`src/gat_pkg.sv`:
```
package gat_pkg;

  // ====================
  // Bus constants
  // ====================

  // Host data word width
  localparam int TOP_WIDTH  = 32;

  // Byte address bits below the word index
  localparam int BYTE_LSB   = 2;

  // ====================
  // Element types
  // ====================

  // Feature value and weight width
  localparam int DATA_WIDTH = 8;

  typedef logic signed [DATA_WIDTH-1:0] data_t;

  // Controller states, visible to the host on gat_debug_3
  typedef enum logic [2:0] {
    IDLE       = 3'd0,
    FETCH_INFO = 3'd1,
    RUN_ROW    = 3'd2,
    WAIT_ROW   = 3'd3,
    DONE       = 3'd4
  } gat_state_e;

endpackage

```
`src/gat_bram.sv`:
```
`timescale 1ns/1ps

module gat_bram #(
  parameter int    DEPTH  = 16,
  parameter type   T      = logic [7:0],
  localparam int   ADDR_W = $clog2(DEPTH)
) (
  input  logic              clk,

  // Write port
  input  logic              wr_en,
  input  logic [ADDR_W-1:0] wr_addr,
  input  T                  wr_data,

  // Read port, data one cycle after the address
  input  logic [ADDR_W-1:0] rd_addr,
  output T                  rd_data
);

  T mem [DEPTH];

  always_ff @(posedge clk) begin
    if (wr_en) begin
      mem[wr_addr] <= wr_data;
    end
  end

  // Registered read, always enabled
  always_ff @(posedge clk) begin
    rd_data <= mem[rd_addr];
  end

  // Host and engine writes must stay inside the array
  a_wr_in_range: assert property (
    @(posedge clk) wr_en |-> (wr_addr < DEPTH)
  ) else $error("gat_bram write address %0d out of range (depth %0d)", wr_addr, DEPTH);

endmodule

```
`src/gat_spmm.sv`:
```
`timescale 1ns/1ps

module gat_spmm
  import gat_pkg::*;
#(
  parameter int  TOTAL_NODES       = 8,
  parameter int  NUM_FEATURE_IN    = 16,
  parameter int  NUM_FEATURE_OUT   = 4,
  parameter int  H_NUM_SPARSE_DATA = 48,
  parameter int  NEW_FEATURE_WIDTH = 32,

  localparam int COL_W       = $clog2(NUM_FEATURE_IN),
  localparam int H_DATA_W    = DATA_WIDTH + COL_W,
  localparam int H_ADDR_W    = $clog2(H_NUM_SPARSE_DATA),
  localparam int ROW_LEN_W   = $clog2(NUM_FEATURE_IN + 1),
  localparam int NODE_W      = $clog2(TOTAL_NODES),
  localparam int W_ADDR_W    = $clog2(NUM_FEATURE_IN * NUM_FEATURE_OUT),
  localparam int FEAT_ADDR_W = $clog2(TOTAL_NODES * NUM_FEATURE_OUT),
  localparam int OUT_W       = (NUM_FEATURE_OUT > 1) ? $clog2(NUM_FEATURE_OUT) : 1
) (
  input  logic                                clk,
  input  logic                                arst_n,

  // Row command from the controller
  input  logic                                row_start,
  input  logic        [H_ADDR_W-1:0]          row_base,
  input  logic        [ROW_LEN_W-1:0]         row_len,
  input  logic        [NODE_W-1:0]            node,

  // Sparse H memory
  output logic        [H_ADDR_W-1:0]          h_rd_addr,
  input  logic        [H_DATA_W-1:0]          h_rd_data,

  // Weight memory
  output logic        [W_ADDR_W-1:0]          w_rd_addr,
  input  data_t                               w_rd_data,

  // Feature memory write port
  output logic                                feat_we,
  output logic        [FEAT_ADDR_W-1:0]       feat_waddr,
  output logic signed [NEW_FEATURE_WIDTH-1:0] feat_wdata,

  output logic                                row_done,
  output logic                                busy
);

  typedef enum logic [2:0] {
    S_IDLE,
    S_HREAD,
    S_WREAD,
    S_FLUSH,
    S_WRITE
  } eng_state_e;

  eng_state_e                        state;
  logic        [H_ADDR_W-1:0]        ptr;
  logic        [ROW_LEN_W-1:0]       remain;
  logic        [OUT_W-1:0]           out_idx;
  logic        [NODE_W-1:0]          node_r;

  // MAC stage, one cycle behind the weight read
  logic                              mac_en;
  logic        [OUT_W-1:0]           mac_idx;
  data_t                             mac_val;
  logic signed [2*DATA_WIDTH-1:0]    prod;

  logic signed [NEW_FEATURE_WIDTH-1:0] acc [NUM_FEATURE_OUT];

  data_t                             h_val;
  logic        [COL_W-1:0]           h_col;
  logic                              last_out;

  assign h_val    = data_t'(h_rd_data[DATA_WIDTH-1:0]);
  assign h_col    = h_rd_data[DATA_WIDTH +: COL_W];
  assign last_out = (out_idx == OUT_W'(NUM_FEATURE_OUT - 1));
  assign prod     = mac_val * w_rd_data;

  // ====================
  // Sequencer
  // ====================

  always_ff @(posedge clk or negedge arst_n) begin
    if (!arst_n) begin
      state    <= S_IDLE;
      ptr      <= '0;
      remain   <= '0;
      out_idx  <= '0;
      mac_en   <= 1'b0;
      row_done <= 1'b0;
    end else begin
      mac_en   <= (state == S_WREAD);
      row_done <= 1'b0;
      case (state)
        S_IDLE: begin
          if (row_start) begin
            ptr     <= row_base;
            remain  <= row_len;
            out_idx <= '0;
            // Empty row goes straight to writing zeros
            state   <= (row_len == '0) ? S_FLUSH : S_HREAD;
          end
        end
        // H word settles on the read port
        S_HREAD: state <= S_WREAD;
        S_WREAD: begin
          if (last_out) begin
            out_idx <= '0;
            ptr     <= ptr + 1'b1;
            remain  <= remain - 1'b1;
            state   <= (remain == ROW_LEN_W'(1)) ? S_FLUSH : S_HREAD;
          end else begin
            out_idx <= out_idx + 1'b1;
          end
        end
        // Let the trailing MAC land
        S_FLUSH: state <= S_WRITE;
        S_WRITE: begin
          if (last_out) begin
            out_idx  <= '0;
            row_done <= 1'b1;
            state    <= S_IDLE;
          end else begin
            out_idx <= out_idx + 1'b1;
          end
        end
        default: state <= S_IDLE;
      endcase
    end
  end

  // ====================
  // Datapath
  // ====================

  always_ff @(posedge clk) begin
    if (state == S_WREAD) begin
      mac_idx <= out_idx;
      mac_val <= h_val;
    end
    if ((state == S_IDLE) && row_start) begin
      node_r <= node;
      for (int i = 0; i < NUM_FEATURE_OUT; i++) begin
        acc[i] <= '0;
      end
    end else if (mac_en) begin
      acc[mac_idx] <= acc[mac_idx] + prod;
    end
  end

  // H address holds until the last weight read of a nonzero
  assign h_rd_addr  = ptr;
  assign w_rd_addr  = W_ADDR_W'(h_col) * W_ADDR_W'(NUM_FEATURE_OUT) + W_ADDR_W'(out_idx);

  assign feat_we    = (state == S_WRITE);
  assign feat_waddr = FEAT_ADDR_W'(node_r) * FEAT_ADDR_W'(NUM_FEATURE_OUT)
                    + FEAT_ADDR_W'(out_idx);
  assign feat_wdata = acc[out_idx];

  assign busy       = (state != S_IDLE);

  // Controller must wait for the previous node
  a_no_start_while_busy: assert property (
    @(posedge clk) disable iff (!arst_n) row_start |-> !busy
  ) else $error("row_start issued while the engine is busy");

endmodule

```
`src/gat_top.sv`:
```
`timescale 1ns/1ps

module gat_top
  import gat_pkg::*;
#(
  parameter int  TOTAL_NODES       = 8,
  parameter int  NUM_FEATURE_IN    = 16,
  parameter int  NUM_FEATURE_OUT   = 4,
  parameter int  H_NUM_SPARSE_DATA = 48,
  parameter int  NEW_FEATURE_WIDTH = 32,

  localparam int COL_W       = $clog2(NUM_FEATURE_IN),
  localparam int H_DATA_W    = DATA_WIDTH + COL_W,
  localparam int H_ADDR_W    = $clog2(H_NUM_SPARSE_DATA),
  localparam int ROW_LEN_W   = $clog2(NUM_FEATURE_IN + 1),
  localparam int NODE_W      = $clog2(TOTAL_NODES),
  localparam int NODE_CNT_W  = $clog2(TOTAL_NODES + 1),
  localparam int NNZ_W       = $clog2(H_NUM_SPARSE_DATA + 1),
  localparam int W_ADDR_W    = $clog2(NUM_FEATURE_IN * NUM_FEATURE_OUT),
  localparam int FEAT_ADDR_W = $clog2(TOTAL_NODES * NUM_FEATURE_OUT),
  localparam int STATE_W     = $bits(gat_state_e)
) (
  input  logic                                clk,
  input  logic                                arst_n,

  // Register bank
  output logic                                gat_ready,
  output logic        [NODE_CNT_W-1:0]        gat_debug_1,
  output logic        [NNZ_W-1:0]             gat_debug_2,
  output logic        [STATE_W-1:0]           gat_debug_3,
  input  logic                                h_data_bram_load_done,
  input  logic                                h_node_info_bram_load_done,
  input  logic                                wgt_bram_load_done,

  // Host write ports, word indexed
  input  logic        [H_DATA_W-1:0]          h_data_bram_din,
  input  logic                                h_data_bram_ena,
  input  logic                                h_data_bram_wea,
  input  logic        [H_ADDR_W-1:0]          h_data_bram_addra,

  input  logic        [ROW_LEN_W-1:0]         h_node_info_bram_din,
  input  logic                                h_node_info_bram_ena,
  input  logic                                h_node_info_bram_wea,
  input  logic        [NODE_W-1:0]            h_node_info_bram_addra,

  input  logic        [DATA_WIDTH-1:0]        wgt_bram_din,
  input  logic                                wgt_bram_ena,
  input  logic                                wgt_bram_wea,
  input  logic        [W_ADDR_W-1:0]          wgt_bram_addra,

  // Host result read
  input  logic        [FEAT_ADDR_W-1:0]       feat_bram_addrb,
  output logic signed [NEW_FEATURE_WIDTH-1:0] feat_bram_dout
);

  gat_state_e                         state;
  logic        [NODE_CNT_W-1:0]       done_cnt;
  logic        [NNZ_W-1:0]            nnz_cnt;
  logic        [ROW_LEN_W-1:0]        cur_len;
  logic                               all_loaded;

  logic        [ROW_LEN_W-1:0]        ni_rd_data;

  // Engine side
  logic                               row_start;
  logic                               row_done;
  logic                               eng_busy;
  logic        [H_ADDR_W-1:0]         h_rd_addr;
  logic        [H_DATA_W-1:0]         h_rd_data;
  logic        [W_ADDR_W-1:0]         w_rd_addr;
  data_t                              w_rd_data;
  logic                               feat_we;
  logic        [FEAT_ADDR_W-1:0]      feat_waddr;
  logic signed [NEW_FEATURE_WIDTH-1:0] feat_wdata;

  assign all_loaded = h_data_bram_load_done & h_node_info_bram_load_done & wgt_bram_load_done;

  // ====================
  // Controller FSM
  // ====================

  always_ff @(posedge clk or negedge arst_n) begin
    if (!arst_n) begin
      state     <= IDLE;
      done_cnt  <= '0;
      nnz_cnt   <= '0;
      cur_len   <= '0;
      gat_ready <= 1'b0;
    end else begin
      case (state)
        IDLE: begin
          if (all_loaded && !gat_ready) begin
            state <= FETCH_INFO;
          end
        end
        // Row length read in flight, engine must be free
        FETCH_INFO: begin
          if (!eng_busy) begin
            state <= RUN_ROW;
          end
        end
        RUN_ROW: begin
          cur_len <= ni_rd_data;
          state   <= WAIT_ROW;
        end
        WAIT_ROW: begin
          if (row_done) begin
            done_cnt <= done_cnt + 1'b1;
            nnz_cnt  <= nnz_cnt + NNZ_W'(cur_len);
            if (done_cnt == NODE_CNT_W'(TOTAL_NODES - 1)) begin
              gat_ready <= 1'b1;
              state     <= DONE;
            end else begin
              state <= FETCH_INFO;
            end
          end
        end
        // One pass per reset
        DONE: state <= DONE;
        default: state <= IDLE;
      endcase
    end
  end

  assign row_start   = (state == RUN_ROW);

  assign gat_debug_1 = done_cnt;
  assign gat_debug_2 = nnz_cnt;
  assign gat_debug_3 = state;

  // ====================
  // Memories
  // ====================

  gat_bram #(
    .DEPTH   (H_NUM_SPARSE_DATA),
    .T       (logic [H_DATA_W-1:0])
  ) u_h_data_bram (
    .clk     (clk),
    .wr_en   (h_data_bram_ena & h_data_bram_wea),
    .wr_addr (h_data_bram_addra),
    .wr_data (h_data_bram_din),
    .rd_addr (h_rd_addr),
    .rd_data (h_rd_data)
  );

  // Read port follows the node being processed
  gat_bram #(
    .DEPTH   (TOTAL_NODES),
    .T       (logic [ROW_LEN_W-1:0])
  ) u_node_info_bram (
    .clk     (clk),
    .wr_en   (h_node_info_bram_ena & h_node_info_bram_wea),
    .wr_addr (h_node_info_bram_addra),
    .wr_data (h_node_info_bram_din),
    .rd_addr (done_cnt[NODE_W-1:0]),
    .rd_data (ni_rd_data)
  );

  gat_bram #(
    .DEPTH   (NUM_FEATURE_IN * NUM_FEATURE_OUT),
    .T       (data_t)
  ) u_wgt_bram (
    .clk     (clk),
    .wr_en   (wgt_bram_ena & wgt_bram_wea),
    .wr_addr (wgt_bram_addra),
    .wr_data (wgt_bram_din),
    .rd_addr (w_rd_addr),
    .rd_data (w_rd_data)
  );

  gat_bram #(
    .DEPTH   (TOTAL_NODES * NUM_FEATURE_OUT),
    .T       (logic signed [NEW_FEATURE_WIDTH-1:0])
  ) u_feat_bram (
    .clk     (clk),
    .wr_en   (feat_we),
    .wr_addr (feat_waddr),
    .wr_data (feat_wdata),
    .rd_addr (feat_bram_addrb),
    .rd_data (feat_bram_dout)
  );

  // ====================
  // SpMM engine
  // ====================

  gat_spmm #(
    .TOTAL_NODES       (TOTAL_NODES),
    .NUM_FEATURE_IN    (NUM_FEATURE_IN),
    .NUM_FEATURE_OUT   (NUM_FEATURE_OUT),
    .H_NUM_SPARSE_DATA (H_NUM_SPARSE_DATA),
    .NEW_FEATURE_WIDTH (NEW_FEATURE_WIDTH)
  ) u_spmm (
    .clk        (clk),
    .arst_n     (arst_n),
    .row_start  (row_start),
    .row_base   (nnz_cnt[H_ADDR_W-1:0]),
    .row_len    (ni_rd_data),
    .node       (done_cnt[NODE_W-1:0]),
    .h_rd_addr  (h_rd_addr),
    .h_rd_data  (h_rd_data),
    .w_rd_addr  (w_rd_addr),
    .w_rd_data  (w_rd_data),
    .feat_we    (feat_we),
    .feat_waddr (feat_waddr),
    .feat_wdata (feat_wdata),
    .row_done   (row_done),
    .busy       (eng_busy)
  );

  // Completion flag is sticky until the next reset
  a_ready_sticky: assert property (
    @(posedge clk) disable iff (!arst_n) gat_ready |=> gat_ready
  ) else $error("gat_ready fell without reset");

endmodule

```
`src/gat_top_wrapper.sv`:
```
`timescale 1ns/1ps

module gat_top_wrapper
  import gat_pkg::*;
#(
  parameter int  TOTAL_NODES       = 8,
  parameter int  NUM_FEATURE_IN    = 16,
  parameter int  NUM_FEATURE_OUT   = 4,
  parameter int  H_NUM_SPARSE_DATA = 48,
  parameter int  NEW_FEATURE_WIDTH = 32,

  localparam int COL_W       = $clog2(NUM_FEATURE_IN),
  localparam int H_DATA_W    = DATA_WIDTH + COL_W,
  localparam int H_ADDR_W    = $clog2(H_NUM_SPARSE_DATA),
  localparam int ROW_LEN_W   = $clog2(NUM_FEATURE_IN + 1),
  localparam int NODE_W      = $clog2(TOTAL_NODES),
  localparam int NODE_CNT_W  = $clog2(TOTAL_NODES + 1),
  localparam int NNZ_W       = $clog2(H_NUM_SPARSE_DATA + 1),
  localparam int W_ADDR_W    = $clog2(NUM_FEATURE_IN * NUM_FEATURE_OUT),
  localparam int FEAT_ADDR_W = $clog2(TOTAL_NODES * NUM_FEATURE_OUT),
  localparam int STATE_W     = $bits(gat_state_e)
) (
  input  logic                                  clk,
  input  logic                                  arst_n,

  // ====================
  // Register bank
  // ====================
  output logic                                  gat_ready,
  output logic [TOP_WIDTH-1:0]                  gat_debug_1,
  output logic [TOP_WIDTH-1:0]                  gat_debug_2,
  output logic [TOP_WIDTH-1:0]                  gat_debug_3,
  input  logic                                  h_data_bram_load_done,
  input  logic                                  h_node_info_bram_load_done,
  input  logic                                  wgt_bram_load_done,

  // ====================
  // BRAM ports, byte addressed
  // ====================
  input  logic [TOP_WIDTH-1:0]                  h_data_bram_din,
  input  logic                                  h_data_bram_ena,
  input  logic                                  h_data_bram_wea,
  input  logic [H_ADDR_W+BYTE_LSB-1:0]          h_data_bram_addra,

  input  logic [TOP_WIDTH-1:0]                  h_node_info_bram_din,
  input  logic                                  h_node_info_bram_ena,
  input  logic                                  h_node_info_bram_wea,
  input  logic [NODE_W+BYTE_LSB-1:0]            h_node_info_bram_addra,

  input  logic [TOP_WIDTH-1:0]                  wgt_bram_din,
  input  logic                                  wgt_bram_ena,
  input  logic                                  wgt_bram_wea,
  input  logic [W_ADDR_W+BYTE_LSB-1:0]          wgt_bram_addra,

  input  logic [FEAT_ADDR_W+BYTE_LSB-1:0]       feat_bram_addrb,
  output logic signed [NEW_FEATURE_WIDTH-1:0]   feat_bram_dout
);

  logic [NODE_CNT_W-1:0] dbg_nodes;
  logic [NNZ_W-1:0]      dbg_nnz;
  logic [STATE_W-1:0]    dbg_state;

  // Debug words are zero extended to the bus width
  assign gat_debug_1 = TOP_WIDTH'(dbg_nodes);
  assign gat_debug_2 = TOP_WIDTH'(dbg_nnz);
  assign gat_debug_3 = TOP_WIDTH'(dbg_state);

  gat_top #(
    .TOTAL_NODES       (TOTAL_NODES),
    .NUM_FEATURE_IN    (NUM_FEATURE_IN),
    .NUM_FEATURE_OUT   (NUM_FEATURE_OUT),
    .H_NUM_SPARSE_DATA (H_NUM_SPARSE_DATA),
    .NEW_FEATURE_WIDTH (NEW_FEATURE_WIDTH)
  ) u_gat_top (
    .clk                        (clk),
    .arst_n                     (arst_n),

    .gat_ready                  (gat_ready),
    .gat_debug_1                (dbg_nodes),
    .gat_debug_2                (dbg_nnz),
    .gat_debug_3                (dbg_state),
    .h_data_bram_load_done      (h_data_bram_load_done),
    .h_node_info_bram_load_done (h_node_info_bram_load_done),
    .wgt_bram_load_done         (wgt_bram_load_done),

    // Payload slices and word indices
    .h_data_bram_din            (h_data_bram_din[H_DATA_W-1:0]),
    .h_data_bram_ena            (h_data_bram_ena),
    .h_data_bram_wea            (h_data_bram_wea),
    .h_data_bram_addra          (h_data_bram_addra[H_ADDR_W+BYTE_LSB-1:BYTE_LSB]),

    .h_node_info_bram_din       (h_node_info_bram_din[ROW_LEN_W-1:0]),
    .h_node_info_bram_ena       (h_node_info_bram_ena),
    .h_node_info_bram_wea       (h_node_info_bram_wea),
    .h_node_info_bram_addra     (h_node_info_bram_addra[NODE_W+BYTE_LSB-1:BYTE_LSB]),

    .wgt_bram_din               (wgt_bram_din[DATA_WIDTH-1:0]),
    .wgt_bram_ena               (wgt_bram_ena),
    .wgt_bram_wea               (wgt_bram_wea),
    .wgt_bram_addra             (wgt_bram_addra[W_ADDR_W+BYTE_LSB-1:BYTE_LSB]),

    .feat_bram_addrb            (feat_bram_addrb[FEAT_ADDR_W+BYTE_LSB-1:BYTE_LSB]),
    .feat_bram_dout             (feat_bram_dout)
  );

endmodule

```
`config.mk`:
```
export PLATFORM = sky130hd
export DESIGN_NAME = gat_top_wrapper
export DESIGN_NICKNAME = d
export VERILOG_FILES = /design/src/gat_pkg.sv /design/src/gat_bram.sv /design/src/gat_spmm.sv /design/src/gat_top.sv /design/src/gat_top_wrapper.sv
export SDC_FILE = /design/constraint.sdc
export NUM_CORES = 2
export LEC_CHECK = 0
export BUFFER_PORTS_ARGS = -buffer_cell sky130_fd_sc_hd__buf_4
export CORE_AREA = 2 2 643 517
export CTS_BUF_LIST = sky130_fd_sc_hd__clkbuf_4 sky130_fd_sc_hd__clkbuf_8
export CTS_CLUSTER_SIZE = 40
export DETAILED_ROUTE_END_ITERATION = 6
export DIE_AREA = 0 0 645 519
export GPL_TIMING_DRIVEN = 0
export SLEW_MARGIN = 40
export SYNTH_ARGS = -nofsm -noshare
export SYNTH_HDL_FRONTEND = slang
export SYNTH_SLANG_ARGS = --single-unit
```
`constraint.sdc`:
```
create_clock -name clk -period 5.75 [get_ports clk]
set_clock_uncertainty 0.05 [all_clocks]
set_input_delay 1.15 -clock clk [delete_from_list [all_inputs] [get_ports clk]]
set_output_delay 1.15 -clock clk [all_outputs]
set_load 0.03 [all_outputs]
```
# Word level (Yosys, flattened, before mapping)
# Memories as Yosys holds them, arrays and structs flattened. A register that Yosys moved wholly into a read port is not among the register bits.
# Index checks and enable logic that the tools add are counted.
[classes]
n_mul = 1
n_eq_ne = 17
n_reduce_logical = 17
bitwise = 5
add_sub_neg = 8
muxes = 39
[op_table]
columns = ["cell", "count"]
rows = [
  ["$add 32x16->32", 1],
  ["$mux 32", 1],
  ["$reduce_or 32->1", 1],
  ["$pmux 3 s5", 2],
  ["$mux 3", 7],
  ["$mul 8x8->16", 1],
  ["$mux 1", 16],
  ["$eq 3x2->1 const B", 4],
  ["$mux 2", 6],
  ["$mux 6", 2],
  ["$pmux 6 s2", 1],
  ["$reduce_and 3->1", 4],
  ["$mux 5", 2],
  ["$ne 2x2->1 const B", 5],
  ["$pmux 5 s2", 1],
  ["$add 6x1->6 const B", 1],
  ["$add 6x2->6", 1],
  ["$add 6x5->6", 1],
  ["$eq 3x1->1 const B", 2],
  ["$eq 3x3->1 const B", 2],
  ["$logic_not 3->1", 2],
  ["$add 5x2->5", 1],
  ["$and 1x1->1", 5],
  ["$eq 5x1->1 const B", 1],
  ["other kinds (14)", 17],
]
[totals]
reg_bits = 50
mem_count = 5
in_bits = 135
output_inout_bits = 129
word_cells = 106
ramBits = 2280
[mem_list]
columns = ["name", "depth", "word_bits", "read_ports", "rd_clocked_by_memory_dff", "write_ports", "line_no", "source"]
rows = [
  ["u_gat_top.u_feat_bram.mem", 32, 32, 1, 1, 1, "gat_bram.sv:20", "T mem [DEPTH];"],
  ["u_gat_top.u_h_data_bram.mem", 48, 12, 1, 1, 1, "gat_bram.sv:20", ""],
  ["u_gat_top.u_wgt_bram.mem", 64, 8, 1, 1, 1, "gat_bram.sv:20", ""],
  ["u_gat_top.u_spmm.acc", 4, 32, 2, 1, 4, "gat_spmm.sv:67", "logic signed [NEW_FEATURE_WIDTH-1:0] acc [NUM_FEATURE_OUT];"],
  ["u_gat_top.u_node_info_bram.mem", 8, 5, 1, 1, 1, "gat_bram.sv:20", ""],
]

# Logic depth before layout (Yosys ltp)
[logic_depth]
word_depth = 6
depth_mapped = 21
depth_no_buf = 19

# Cells and area by module
# A second synthesis with hierarchy kept.
[unflattened]
hier_cells = 5647
hier_area_um2 = 99833.2
[modules_own_cells]
columns = ["module", "area_each_um2", "instances", "seq_area_each_um2", "cells_each"]
rows = [
  ["gat_bram (u_gat_top.u_feat_bram)", 40491.3, 1, 31390.1, 2260],
  ["gat_bram (u_gat_top.u_h_data_bram)", 22889.5, 1, 17536.8, 1145],
  ["gat_bram (u_gat_top.u_wgt_bram)", 20166.8, 1, 15534.9, 940],
  ["gat_spmm", 12973.7, 1, 4724.5, 1051],
  ["gat_bram (u_gat_top.u_node_info_bram)", 1694.1, 1, 1301.2, 75],
  ["gat_top", 991.0, 1, 475.5, 92],
  ["gat_top_wrapper", 626.9, 1, 0.0, 84],
]

# Least setup slack after synthesis
# Ideal clock, no wire load.
[synth_path]
path_type = "flip-flop to flip-flop"
from = "reg with a tool-made name"
to = "mem u_gat_top.u_spmm.acc[0][27] (data pin)"
period_less_slack_ns = 6.315
setup_ns = 0.271
stages_incl_launch_ff = 21
setup_slack_ns = -0.565
n_path_buf = 4
required_ns = 5.429
arrival_ns = 5.994
path_cell_list = "dfxtp_1 > clkbuf_1 > buf_1 > mux4_2 > fa_1 > inv_1 > fa_1 > inv_1 > fa_1 > fa_1 > ha_1 > ha_1 > clkbuf_1 > and4_1 > nand3_1 > nand3b_1 > and3_1 > clkbuf_1 > or2_1 > a311oi_1 > nor2_1"
[synth_rtl]
columns = ["element", "line_no"]
rows = [
  ["to (decl)", "gat_spmm.sv:67"],
]

==> impl_metrics.tcl <==
set metrics [dict create \
    status "finished, violations left" \
    violations "setup timing" \
    cap_violations 0 \
    fmax_ghz 0.173 \
    critPathLaunchType "flip-flop" \
    fin_crit_sh_pct 100 \
    clk_pin_slew_ps 60 \
    grt_max_degree 65 \
    dieArea_mm2 0.335 \
    track_usage_pct 13.8 \
    nFillCells 30600 \
    drive_gt1_share_pct 35.9 \
    synth_compound_area_share_pct 1.05 \
    clk_path_buf_depth 4 \
    placementRows 189 \
    synth_edf_count 2293 \
    drtPass1Iterations 6 \
    routed_wl_mm 237 \
    drt_iter0_drc 5223 \
    clk_latency_ps 1000 \
    synth_mux_area_share_pct 17.7 \
    async_flop_share_pct 1.55 \
    grt_pass1_vias 49400 \
    hold_viol 0 \
    drt-vias-per-instance 4.81 \
    cts_made_buffers 380 \
    slew_headroom_pct 43.4 \
    netlist_area_mm2 0.0981 \
    cts_tree "yes" \
    ys.flop_type "edfxtp_1" \
    design_area_mm2 0.115 \
    antenna_found_initial 7 \
    grt_pass1_wl_mm 343 \
    synth_adder_area_share_pct 3.86 \
    finalCriticalPeriod_ps 5780 \
    netlist_top_cells_area "edfxtp_1 (70%), mux4_2 (17%), fa_1 (2.8%)" \
    cp-end-kind "flip-flop" \
    min-delay-start "h_node_info_bram_din[3]" \
    drc 0 \
    worst_slack_ps -28.1 \
    synthToLayoutAreaGrowth_pct 17.2 \
    path_class "reg -> reg" \
    setup_viol 3 \
    start_util_pct 29.8 \
    synthXorXnorAreaFrac_pct 0.277 \
    via_count 47900 \
    htreeDepth 5 \
    slew_violations 0 \
    worst_pin_slew_ps 849 \
    hpwlAfterDp_mm 155 \
    die_w_um 645 \
    port_buffers 93 \
    ioPinCount 264 \
    dpl-instance-area_mm2 0.106 \
    cp.arrival_ps 6450 \
    syn_area_per_cell_um2 21.3 \
    synth_top_family_by_area "multiplexers" \
    clock-sinks 2389 \
    cts_root_buf "clkbuf_8" \
    routedWlPerCell_um 23.7 \
    hp-class "in -> reg" \
    synthCells 4611 \
    yosys.cell_types.count 62 \
    required_ps 6420 \
    netlist.area_leader.share_pct 70.2 \
    place.gp.congestion 0.791 \
    yosysTopAreaCell "edfxtp_1" \
    ys_ff_latch 2389 \
    rsz0062_at_grt "true" \
    synth_warnings 0 \
    pre_cts_ws_ps -1110 \
    ff_latch_area_mm2 0.0710 \
    finalNetCount 5640 \
    coreArea_mm2 0.329 \
    synthSimpleGateAreaFrac_pct 2.68 \
    crit_fanout 10 \
    die_h_um 519 \
    ys_seq_area_share_pct 72.4 \
    multiInputGateArea_mm2 0.0265 \
    overflow 0 \
    drtAntennaViolNets 0 \
]
-- cells in the final DEF, fill, tap and decap left out, drive strengths merged, types with 59 or more instances in the layout --
master	count
edfxtp	2293
clkinv	146
mux4	742
fa	137
ha	83
buf	386
nor2	267
inv	126
dfxtp	59
clkbuf	630
conb	83
nand2	122
-- worst paths after layout --
kind	endpoint	slack [ps]	depth (start not counted)
min in group asynchronous	u_gat_top.gat_debug_3[0]	610	2
max reg2reg	u_gat_top.u_spmm.acc[3][27]	-30	18
min	u_gat_top.u_node_info_bram.mem[0][3]	340	1
max in group asynchronous	u_gat_top.u_spmm.h_rd_addr[2]	4640	2
min reg2reg	u_gat_top.u_spmm.mac_val[1]	360	0
max	u_gat_top.u_spmm.acc[3][27]	-30	18
-- synthesized netlist by cell type (5+ instances only) --
master / instances
a211o_1: 13
ha_1: 83
xor2_1: 14
mux2i_1: 18
a211oi_1: 6
mux4_2: 742
edfxtp_1: 2293
and3_1: 20
inv_1: 120
a21o_1: 14
nand2_1: 122
o21a_1: 9
xnor2_1: 17
a21oi_1: 47
nand3_1: 24
buf_2: 41
or3b_2: 5
o21ai_0: 34
clkbuf_1: 132
nand2b_1: 6
buf_4: 84
nand4_1: 14
nand3b_1: 11
fa_1: 137
dfxtp_1: 59
dfrtp_1: 37
buf_1: 45
and2_1: 55
nor2_1: 267
or3_1: 7
mux2_2: 44
nor2b_1: 13
or2_2: 5
o21ai_1: 13
nor3_1: 16
-- repair_timing --
action	CTS	global route
hold buffers	1	0
setup endpoints to repair	90	67
resized for setup	83	66
setup buffers	22	22
endpoints found under the hold margin	4	0
gates cloned	1	2
pin swaps	31	66
-- critical path, cell delays in order, from the launching register on --
cell      delay (ps)
dfxtp_2          460
clkbuf_4         310
mux4_2           410
fa_1             570
inv_1             60
fa_1             510
inv_1             50
fa_1             460
fa_1             560
ha_4             220
ha_4             270
buf_8            110
and4_4           210
nand3_2           80
nand3b_1         220
and3_4           240
or2_4            270
a311oi_4         330
nor2_1            90
-- cell families after synthesis --
| group | after synthesis |
|---|---|
| flops | 2389 |
| mux | 804 |
| simple gates | 577 |
| buf+inv | 426 |
| fa+ha+maj | 220 |
| compound gates | 163 |
| xor+xnor | 31 |
| other cells | 1 |
-- registers in the layout, summed over array words and instances (netlist names), 8 cells and up, named ones only --
register and flops:
u_gat_top.u_feat_bram.rd_data 32, u_gat_top.u_node_info_bram.mem 40, u_gat_top.u_h_data_bram.mem 576, u_gat_top.u_spmm.mac_val 8
u_gat_top.u_h_data_bram.rd_data 12, u_gat_top.u_wgt_bram.mem 512, u_gat_top.u_feat_bram.mem 1024, u_gat_top.u_spmm.acc 128
u_gat_top.u_wgt_bram.rd_data 8
-- per-stage QoR --
stage	hold slack [ps]	std cells	TNS, ps	utilization [%]
after floorplan	336	4693	0	-
after global placement	344	9179	-688400	31.8
after CTS	236	9950	-222	34.7
final	345	9977	-49.3	34.9
after detailed placement	345	9255	-61440	32.3
after global routing	276	9975	-1960	34.9
-- layout make-up --
class / instances / area share, %
well taps: 4393 / 4.78
plain buffers: 299 / 1.44
clock buffers: 503 / 5.41
multi-input cells: 1880 / 23.1
clock inverters: 173 / 0.889
diodes: 5 / 0.0109
repair buffers: 215 / 2.18
inverters: 120 / 0.404
flip-flops and latches: 2389 / 61.8
-- metal layers --
metal | wire length [um] | global-route usage, %
met1 | 104000 | 19.7
met2 | 112000 | 21.9
met3 | 15100 | 2.53
met4 | 5250 | 3.47
met5 | 16 | 0
Power is not shown: default switching activity piles up to over one toggle a cycle in this logic, so the estimate is an artifact.
